--- config.mk ---
export PLATFORM = sky130hd
export DESIGN_NAME = rv_core
export DESIGN_NICKNAME = d
export VERILOG_FILES = /design/src/source/rv_pkg.sv /design/src/source/execute_stage.sv /design/src/source/fetch_stage.sv /design/src/source/instr_decoder.sv /design/src/source/mem_stage.sv /design/src/source/reg_file.sv /design/src/source/rv_core.sv
export VERILOG_INCLUDE_DIRS = /design/src /design/src/source
export SDC_FILE = /design/constraint.sdc
export NUM_CORES = 2
export LEC_CHECK = 0
export BUFFER_PORTS_ARGS = -buffer_cell sky130_fd_sc_hd__buf_2
export CAP_MARGIN = 20
export CORE_ASPECT_RATIO = 0.5
export CORE_MARGIN = 8
export CORE_UTILIZATION = 56
export DETAILED_ROUTE_END_ITERATION = 7
export GPL_TIMING_DRIVEN = 0
export PLACE_DENSITY = 0.69
export SETUP_SLACK_MARGIN = 0.1
export SYNTH_ARGS = -nofsm -noshare
export SYNTH_HDL_FRONTEND = slang
export SYNTH_SLANG_ARGS = --single-unit
--- constraint.sdc ---
create_clock -name clk -period 46.4 [get_ports clk]
set_input_delay 9.28 -clock clk [delete_from_list [all_inputs] [get_ports clk]]
set_output_delay 9.28 -clock clk [all_outputs]
set_load 0.05 [all_outputs]
--- src/source/rv_consts.svh ---
`ifndef RV_CONSTS_SVH
`define RV_CONSTS_SVH

// datapath and address width
`define XLEN 32

// register index width and count
`define REG_ADDR_W 5
`define NUM_REGS 32

// first fetch address out of reset
`define PC_RESET 32'h0000_0000

// addi x0, x0, 0
// fetch loads this into IF/ID as a bubble
`define NOP_INSTR 32'h0000_0013

`endif

--- src/source/rv_pkg.sv ---
`include "rv_consts.svh"

package rv_pkg;

  // major opcodes this core executes
  typedef enum logic [6:0] {
    OP     = 7'b0110011,
    OP_IMM = 7'b0010011,
    LUI    = 7'b0110111,
    AUIPC  = 7'b0010111,
    STORE  = 7'b0100011
  } opcode_e;

  typedef enum logic [3:0] {
    ALU_ADD    = 4'd0,
    ALU_SUB    = 4'd1,
    ALU_SLL    = 4'd2,
    ALU_SLT    = 4'd3,
    ALU_SLTU   = 4'd4,
    ALU_XOR    = 4'd5,
    ALU_SRL    = 4'd6,
    ALU_SRA    = 4'd7,
    ALU_OR     = 4'd8,
    ALU_AND    = 4'd9,
    ALU_PASS_B = 4'd10  // lui
  } alu_op_e;

  typedef struct packed {
    alu_op_e alu_op;
    logic    src_a_pc;   // operand a is the pc
    logic    src_b_imm;  // operand b is the immediate
    logic    reg_write;
    logic    mem_write;
  } ex_ctrl_t;

  typedef struct packed {
    ex_ctrl_t                ctrl;
    logic [`XLEN-1:0]        imm;
    logic [`REG_ADDR_W-1:0]  rs1;
    logic [`REG_ADDR_W-1:0]  rs2;
    logic [`REG_ADDR_W-1:0]  rd;
  } decoded_t;

  typedef struct packed {
    logic                    reg_write;
    logic                    mem_write;
    logic [`REG_ADDR_W-1:0]  rd;
    logic [`XLEN-1:0]        result;      // alu result, store address for sw
    logic [`XLEN-1:0]        store_data;
  } ex_mem_t;

  typedef struct packed {
    logic                    reg_write;
    logic [`REG_ADDR_W-1:0]  rd;
    logic [`XLEN-1:0]        data;
  } wb_t;

endpackage

--- src/source/execute_stage.sv ---
`timescale 1ns/100ps
`include "rv_consts.svh"

module execute_stage (
  input  logic             clk,
  input  logic             rst_n,
  input  logic             stall,
  input  rv_pkg::decoded_t decoded,
  input  logic [`XLEN-1:0] id_pc,
  input  logic [`XLEN-1:0] rs1_data,
  input  logic [`XLEN-1:0] rs2_data,
  input  rv_pkg::wb_t      wb,
  output rv_pkg::ex_mem_t  ex_mem
);

  import rv_pkg::*;

  decoded_t         id_ex;
  logic [`XLEN-1:0] id_ex_pc;
  logic [`XLEN-1:0] id_ex_rs1_data;
  logic [`XLEN-1:0] id_ex_rs2_data;
  logic [`XLEN-1:0] fwd_rs1;
  logic [`XLEN-1:0] fwd_rs2;
  logic [`XLEN-1:0] op_a;
  logic [`XLEN-1:0] op_b;
  logic [`XLEN-1:0] alu_out;

  // youngest producer wins, x0 never forwards
  function automatic logic [`XLEN-1:0] fwd_sel(
    input logic [`REG_ADDR_W-1:0] rs,
    input logic [`XLEN-1:0]       rf_val,
    input ex_mem_t                em,
    input wb_t                    mw
  );
    if (rs != '0 && em.reg_write && em.rd == rs) begin
      return em.result;
    end
    if (rs != '0 && mw.reg_write && mw.rd == rs) begin
      return mw.data;
    end
    return rf_val;
  endfunction

  always_ff @(posedge clk) begin
    if (!rst_n) begin
      id_ex.ctrl <= '0;
    end else if (!stall) begin
      id_ex          <= decoded;
      id_ex_pc       <= id_pc;
      id_ex_rs1_data <= rs1_data;
      id_ex_rs2_data <= rs2_data;
    end
  end

  assign fwd_rs1 = fwd_sel(id_ex.rs1, id_ex_rs1_data, ex_mem, wb);
  assign fwd_rs2 = fwd_sel(id_ex.rs2, id_ex_rs2_data, ex_mem, wb);

  assign op_a = id_ex.ctrl.src_a_pc  ? id_ex_pc  : fwd_rs1;  // auipc
  assign op_b = id_ex.ctrl.src_b_imm ? id_ex.imm : fwd_rs2;

  always_comb begin
    case (id_ex.ctrl.alu_op)
      ALU_ADD:    alu_out = op_a + op_b;
      ALU_SUB:    alu_out = op_a - op_b;
      ALU_SLL:    alu_out = op_a << op_b[4:0];
      ALU_SLT:    alu_out = {{(`XLEN-1){1'b0}}, $signed(op_a) < $signed(op_b)};
      ALU_SLTU:   alu_out = {{(`XLEN-1){1'b0}}, op_a < op_b};
      ALU_XOR:    alu_out = op_a ^ op_b;
      ALU_SRL:    alu_out = op_a >> op_b[4:0];
      ALU_SRA:    alu_out = $signed(op_a) >>> op_b[4:0];
      ALU_OR:     alu_out = op_a | op_b;
      ALU_AND:    alu_out = op_a & op_b;
      default:    alu_out = op_b;  // pass b
    endcase
  end

  always_ff @(posedge clk) begin
    if (!rst_n) begin
      ex_mem.reg_write <= 1'b0;
      ex_mem.mem_write <= 1'b0;
    end else if (!stall) begin
      ex_mem.reg_write  <= id_ex.ctrl.reg_write;
      ex_mem.mem_write  <= id_ex.ctrl.mem_write;
      ex_mem.rd         <= id_ex.rd;
      ex_mem.result     <= alu_out;
      ex_mem.store_data <= fwd_rs2;  // sw data, already forwarded
    end
  end

  // a store never writes back
  store_no_wb_a: assert property (@(posedge clk) disable iff (!rst_n)
    !(ex_mem.reg_write && ex_mem.mem_write));

endmodule

--- src/source/fetch_stage.sv ---
`timescale 1ns/100ps
`include "rv_consts.svh"

module fetch_stage (
  input  logic             clk,
  input  logic             rst_n,
  input  logic             stall,
  output logic [`XLEN-1:0] imem_addr,
  output logic             imem_valid,
  input  logic             imem_good,
  input  logic [`XLEN-1:0] imem_instr,
  output logic [`XLEN-1:0] if_instr,
  output logic [`XLEN-1:0] if_pc
);

  logic [`XLEN-1:0] pc;
  logic             fetch_en;  // low only in the cycle reset is released
  logic             take;

  assign imem_addr  = pc;
  assign imem_valid = fetch_en && !stall;
  assign take       = imem_valid && imem_good;

  always_ff @(posedge clk) begin
    if (!rst_n) begin
      fetch_en <= 1'b0;
      pc       <= `PC_RESET;
      if_instr <= `NOP_INSTR;
      if_pc    <= `PC_RESET;
    end else begin
      fetch_en <= 1'b1;
      if (!stall) begin
        if (take) begin
          pc <= pc + `XLEN'd4;
        end
        // no instruction this cycle, so pass a bubble down
        if_instr <= take ? imem_instr : `NOP_INSTR;
        if_pc    <= pc;
      end
    end
  end

  // no branches, so the pc only ever steps by a word
  pc_aligned_a: assert property (@(posedge clk) disable iff (!rst_n)
    pc[1:0] == 2'b00);

endmodule

--- src/source/instr_decoder.sv ---
`timescale 1ns/100ps
`include "rv_consts.svh"

module instr_decoder (
  input  logic [`XLEN-1:0] instr,
  output rv_pkg::decoded_t decoded
);

  import rv_pkg::*;

  opcode_e          opcode;
  logic [2:0]       funct3;
  logic [6:0]       funct7;
  logic [`XLEN-1:0] imm_i;
  logic [`XLEN-1:0] imm_s;
  logic [`XLEN-1:0] imm_u;
  logic [`XLEN-1:0] imm;
  alu_op_e          alu_op;
  ex_ctrl_t         ctrl;

  assign opcode = opcode_e'(instr[6:0]);
  assign funct3 = instr[14:12];
  assign funct7 = instr[31:25];

  assign imm_i = {{20{instr[31]}}, instr[31:20]};
  assign imm_s = {{20{instr[31]}}, instr[31:25], instr[11:7]};
  assign imm_u = {instr[31:12], 12'b0};

  // alu control, same table for register and immediate forms
  always_comb begin
    case (funct3)
      3'b000:  alu_op = (opcode == OP && funct7[5]) ? ALU_SUB : ALU_ADD;  // no subi
      3'b001:  alu_op = ALU_SLL;
      3'b010:  alu_op = ALU_SLT;
      3'b011:  alu_op = ALU_SLTU;
      3'b100:  alu_op = ALU_XOR;
      3'b101:  alu_op = funct7[5] ? ALU_SRA : ALU_SRL;  // srai also has bit 30 set
      3'b110:  alu_op = ALU_OR;
      default: alu_op = ALU_AND;
    endcase
  end

  always_comb begin
    ctrl = '0;
    imm  = '0;
    case (opcode)
      OP: begin
        ctrl.alu_op    = alu_op;
        ctrl.reg_write = 1'b1;
      end
      OP_IMM: begin
        ctrl.alu_op    = alu_op;
        ctrl.src_b_imm = 1'b1;
        ctrl.reg_write = 1'b1;
        imm            = imm_i;
      end
      LUI: begin
        ctrl.alu_op    = ALU_PASS_B;
        ctrl.src_b_imm = 1'b1;
        ctrl.reg_write = 1'b1;
        imm            = imm_u;
      end
      AUIPC: begin
        ctrl.alu_op    = ALU_ADD;
        ctrl.src_a_pc  = 1'b1;
        ctrl.src_b_imm = 1'b1;
        ctrl.reg_write = 1'b1;
        imm            = imm_u;
      end
      STORE: begin
        ctrl.alu_op    = ALU_ADD;  // base + offset
        ctrl.src_b_imm = 1'b1;
        ctrl.mem_write = 1'b1;
        imm            = imm_s;
      end
      default: ;  // anything else is a bubble
    endcase
  end

  assign decoded = '{
    ctrl: ctrl,
    imm:  imm,
    rs1:  instr[19:15],
    rs2:  instr[24:20],
    rd:   instr[11:7]
  };

endmodule

--- src/source/mem_stage.sv ---
`timescale 1ns/100ps
`include "rv_consts.svh"

module mem_stage (
  input  logic             clk,
  input  logic             rst_n,
  input  logic             stall,
  input  rv_pkg::ex_mem_t  ex_mem,
  output logic             dmem_valid,
  input  logic             dmem_good,
  output logic [`XLEN-1:0] dmem_addr,
  output logic [`XLEN-1:0] dmem_write_data,
  output rv_pkg::wb_t      wb
);

  // word store straight from EX/MEM, held there by stall
  assign dmem_valid      = ex_mem.mem_write;
  assign dmem_addr       = ex_mem.result;
  assign dmem_write_data = ex_mem.store_data;

  always_ff @(posedge clk) begin
    if (!rst_n) begin
      wb.reg_write <= 1'b0;
    end else if (!stall) begin
      wb.reg_write <= ex_mem.reg_write;  // low for stores and bubbles
      wb.rd        <= ex_mem.rd;
      wb.data      <= ex_mem.result;
    end
  end

  // request held until dmem takes it
  dmem_hold_a: assert property (@(posedge clk) disable iff (!rst_n)
    (dmem_valid && !dmem_good) |=>
      (dmem_valid && $stable(dmem_addr) && $stable(dmem_write_data)));

endmodule

--- src/source/reg_file.sv ---
`timescale 1ns/100ps
`include "rv_consts.svh"

module reg_file (
  input  logic                   clk,
  input  logic                   rst_n,
  input  logic [`REG_ADDR_W-1:0] rs1,
  input  logic [`REG_ADDR_W-1:0] rs2,
  input  rv_pkg::wb_t            wb,
  output logic [`XLEN-1:0]       rs1_data,
  output logic [`XLEN-1:0]       rs2_data
);

  logic [`XLEN-1:0] regs [`NUM_REGS];
  logic             wr_en;

  assign wr_en = wb.reg_write && (wb.rd != '0);  // x0 stays zero

  always_ff @(posedge clk) begin
    if (!rst_n) begin
      for (int i = 0; i < `NUM_REGS; i++) begin
        regs[i] <= '0;
      end
    end else if (wr_en) begin
      regs[wb.rd] <= wb.data;
    end
  end

  // write-first, covers a producer three instructions back
  assign rs1_data = (wr_en && wb.rd == rs1) ? wb.data : regs[rs1];
  assign rs2_data = (wr_en && wb.rd == rs2) ? wb.data : regs[rs2];

  x0_reads_zero_a: assert property (@(posedge clk) disable iff (!rst_n)
    ((rs1 == '0) |-> (rs1_data == '0)) and ((rs2 == '0) |-> (rs2_data == '0)));

endmodule

--- src/source/rv_core.sv ---
`timescale 1ns/100ps
`include "rv_consts.svh"

module rv_core (
  input  logic             clk,
  input  logic             rst_n,
  output logic [`XLEN-1:0] imem_addr,
  output logic             imem_valid,
  input  logic             imem_good,
  input  logic [`XLEN-1:0] imem_instr,
  output logic             dmem_valid,
  input  logic             dmem_good,
  output logic [`XLEN-1:0] dmem_addr,
  output logic [`XLEN-1:0] dmem_write_data
);

  import rv_pkg::*;

  logic             stall;
  logic [`XLEN-1:0] if_instr;
  logic [`XLEN-1:0] if_pc;
  logic [`XLEN-1:0] rs1_data;
  logic [`XLEN-1:0] rs2_data;
  decoded_t         decoded;
  ex_mem_t          ex_mem;
  wb_t              wb;

  // only a pending store holds the pipe
  assign stall = dmem_valid && !dmem_good;

  fetch_stage u_fetch (
    .clk        (clk),
    .rst_n      (rst_n),
    .stall      (stall),
    .imem_addr  (imem_addr),
    .imem_valid (imem_valid),
    .imem_good  (imem_good),
    .imem_instr (imem_instr),
    .if_instr   (if_instr),
    .if_pc      (if_pc)
  );

  instr_decoder u_decoder (
    .instr   (if_instr),
    .decoded (decoded)
  );

  reg_file u_regs (
    .clk      (clk),
    .rst_n    (rst_n),
    .rs1      (decoded.rs1),
    .rs2      (decoded.rs2),
    .wb       (wb),
    .rs1_data (rs1_data),
    .rs2_data (rs2_data)
  );

  execute_stage u_execute (
    .clk      (clk),
    .rst_n    (rst_n),
    .stall    (stall),
    .decoded  (decoded),
    .id_pc    (if_pc),
    .rs1_data (rs1_data),
    .rs2_data (rs2_data),
    .wb       (wb),
    .ex_mem   (ex_mem)
  );

  mem_stage u_mem (
    .clk             (clk),
    .rst_n           (rst_n),
    .stall           (stall),
    .ex_mem          (ex_mem),
    .dmem_valid      (dmem_valid),
    .dmem_good       (dmem_good),
    .dmem_addr       (dmem_addr),
    .dmem_write_data (dmem_write_data),
    .wb              (wb)
  );

endmodule

==> run_results.csv <==
group,metric,value,unit
run_status,status,"finished with violations",
run_status,violations,"design-rule violations",
sta,final.setup.tns,0,ns
setup_path,worstPathRequired,37.12,ns
layout,fin_area,88300,sq um
yosys,synth_area_leader_cell,"edfxtp_1",
route,drt-pass1-iter-count,8,
die,floorplan.initialDensity,56.7,%
sta,post-route-period-util,43.7,%
clock_network,ctsHoldBuffers,0,
sta,max_freq,0.0494,GHz
pwr,vdd_ir_drop_max,0.0344,mV
pwr,p_leak,0.0308,uW
route,post_drt_via_cell_ratio,7.25,
layout,fillerInstances,10100,
yosys,syn_inst,5878,
yosys,synth_seq_cells,1375,
layout,mostFrequentLayoutCells,"1,271 x edfxtp_1, 909 x and2_1, 647 x mux4_2",
global_routing,grt_overflow_total,0,
global_routing,grt_usage,42.3,%
global_routing,grt_max_degree,42,
layout,layout-drive-gt1-share,20.4,%
sta,worstMarginPinSlew,1.38,ns
route,drcViolationCount,19,
global_routing,grt_pass1_wl,447,mm
global_routing,grt_pass1_vias,57600,
sta,maxSlewHeadroom,7.95,%
yosys,netlist_area,78000,sq um
pwr,p_sw,1070,uW
die,io_pins,134,
layout,final_common_cell,"edfxtp_1",
sta,setup_viol,0,
placement,gp_congestion,1.04,
die,std_cell_rows,96,
setup_path,start_kind,"input pin",
placement,io_buffer_count,131,
sta,finalHoldViolCount,0,
pwr,powerDensity,37.4,nW/um^2
clock_network,htree_levels,4,
yosys,ys_seq_area_share,51.6,%
setup_path,path_class,"in -> out",
setup_path,critPathCaptureType,"output port",
sta,finClkSkew,0.0370,ns
pwr,p_comb_share,20.3,%
pwr,p_int,2230,uW
clock_network,clk_pin_slew,0.06,ns
layout,syn_to_final_growth,13.2,%
yosys,synth_edf_count,1271,
clock_network,worstSkewPairLatency,0.80,ns
setup_path,arrival,10.98,ns
clock_network,cts.path.max_buffers,3,
clock_network,numCtsBuffers,131,
hold_path,hp-class,"reg -> reg",
clock_network,root_buffer,"clkbuf_16",
route,postRouteAntennaNets,0,
route,initialDrtViolationCount,11000,
sta,slew_violations,0,
yosys,synthDistinctLibCells,94,
clock_network,cts_resized,0,
route,vias,60200,
die,core,138000,sq um
yosys,yosysWarningCount,0,
placement,post-place-ws,26.20,ns
run,maxCapViolCount,0,
clock_network,cts_setup_buffers,0,
route,wl_per_cell,39.7,microns
yosys,yosys_most_used_dff,"edfxtp_1",
placement,postPlaceCellArea,83500,sq um
placement,dp.final_hpwl,245,mm
die,die_area,152000,sq um
pwr,p_clk_share,33.6,%
yosys,ys_top_cells_by_area,"edfxtp_1 49%, mux4_2 19%, and2_1 7.3%",
die,dieWidth,544,microns
pwr,swShare,32.4,%
sta,min_period,20.26,ns
pwr,pwr-share-seq,46.1,%
layout,nets,6458,
sta,worst_slack,26.14,ns
global_routing,antenna_found_initial,28,
clock_network,cts_tree,"done",
clock_network,clock-sinks,1375,
setup_path,crit_fanout,10,
die,chipHeight,280,microns
yosys,syn_avg_cell_area,13.3,sq um
yosys,async_flop_share,0,%
yosys,synth_top_area_share,48.9,%
sta,rsz0062_at_grt,"no",
route,routed_wl,329,mm
==> sequential cells by signal, indices dropped and copies added, names as in the netlist <==
name                      cells
u_regs.regs                1024
u_execute.ex_mem             71
u_execute.id_ex              55
u_mem.wb                     38
u_execute.id_ex_rs1_data     32
u_execute.id_ex_rs2_data     32
u_fetch.if_instr             32
u_execute.id_ex_pc           30
u_fetch.if_pc                30
u_fetch.imem_addr            30
u_fetch.fetch_en              1
==> Yosys cell counts (all sizes together), types with 12 or more instances <==
cell / n
a311oi: 39
a21o: 36
o221ai: 18
edfxtp: 1271
o22ai: 19
mux4: 647
buf: 185
o31ai: 25
mux2: 31
a22o: 33
a32oi: 18
nand4: 25
nand3: 77
and2: 909
dfxtp: 104
xnor2: 55
o21ai: 192
inv: 101
mux2i: 245
a31oi: 19
nand2: 272
and3: 12
clkbuf: 451
xor2: 28
nor3: 176
a211oi: 28
a21oi: 250
nor2: 270
or3: 13
o211ai: 24
nor2b: 17
ha: 100
a221oi: 15
==> worst max-delay path, stage by stage <==
cell and delay [ns]:
buf_2 0.08, nand2b_1 0.18, clkbuf_1 0.56, clkbuf_1 0.43, and2_1 0.19, buf_2 0.26
==> through the flow <==
stage | power [uW] | cells | util, % | hold slack (ns)
after global placement | 2150 | 7904 | 58.9 | 0.408
final | 3300 | 8302 | 64.1 | 0.420
after floorplan | 1850 | 5911 | - | 0.400
after CTS | 3240 | 8246 | 63.7 | 0.423
after detailed placement | 2170 | 8009 | 60.6 | 0.405
after global routing | 3340 | 8287 | 64.1 | 0.426
==> final cells by class <==
class | count | area, sq um | area share, %
clock inverter | 67 | 748 | 0.848
antenna | 16 | 40.0 | 0.0454
timing repair buffer | 276 | 3130 | 3.55
inverter | 103 | 392 | 0.444
buffer | 636 | 2710 | 3.07
tap | 1862 | 2330 | 2.64
sequential | 1375 | 40200 | 45.6
clock buffer | 170 | 3520 | 3.99
multi-input combinational | 3797 | 35200 | 39.8
==> path summary, 6_finish.rpt <==
path,from,to,slack (ns),cells after the start
max,dmem_good,imem_valid,26.14,6
min,u_fetch.if_pc[25],u_execute.id_ex_pc[25],0.42,0
max reg2reg,u_mem.wb[37],u_execute.ex_mem[52],37.92,20
min reg2reg,u_fetch.if_pc[25],u_execute.id_ex_pc[25],0.42,0
==> per-layer routing <==
metal / part of all wire, % / GRT usage [%]
met3: 15 / 17.7
met4: 9.1 / 29.0
met2: 42 / 61.0
met1: 34 / 51.8
met5: 0.13 / 0.380
==> power by group through the flow <==
| stage | Sequential, uW | Combinational, uW | Clock (uW) |
|---|---|---|---|
| 4_1_cts | 1510 | 633 | 1100 |
| 3_3_place_gp | 1540 | 607 | 0 |
| 6_report | 1520 | 670 | 1110 |
| 3_5_place_dp | 1540 | 630 | 0 |
| 2_1_floorplan | 1470 | 377 | 0 |
| 5_1_grt | 1520 | 681 | 1140 |
==> logic make-up after synthesis <==
kind of cell,after synthesis,synth area share [%]
simple gates,1832,12.7
flops,1375,51.6
mux,923,22.3
compound gates,823,6.92
buf+inv,739,3.96
fa+ha+maj,102,1.66
xor+xnor,83,0.932
other cells,1,0.00481
Power figures use the tool's default switching activity.
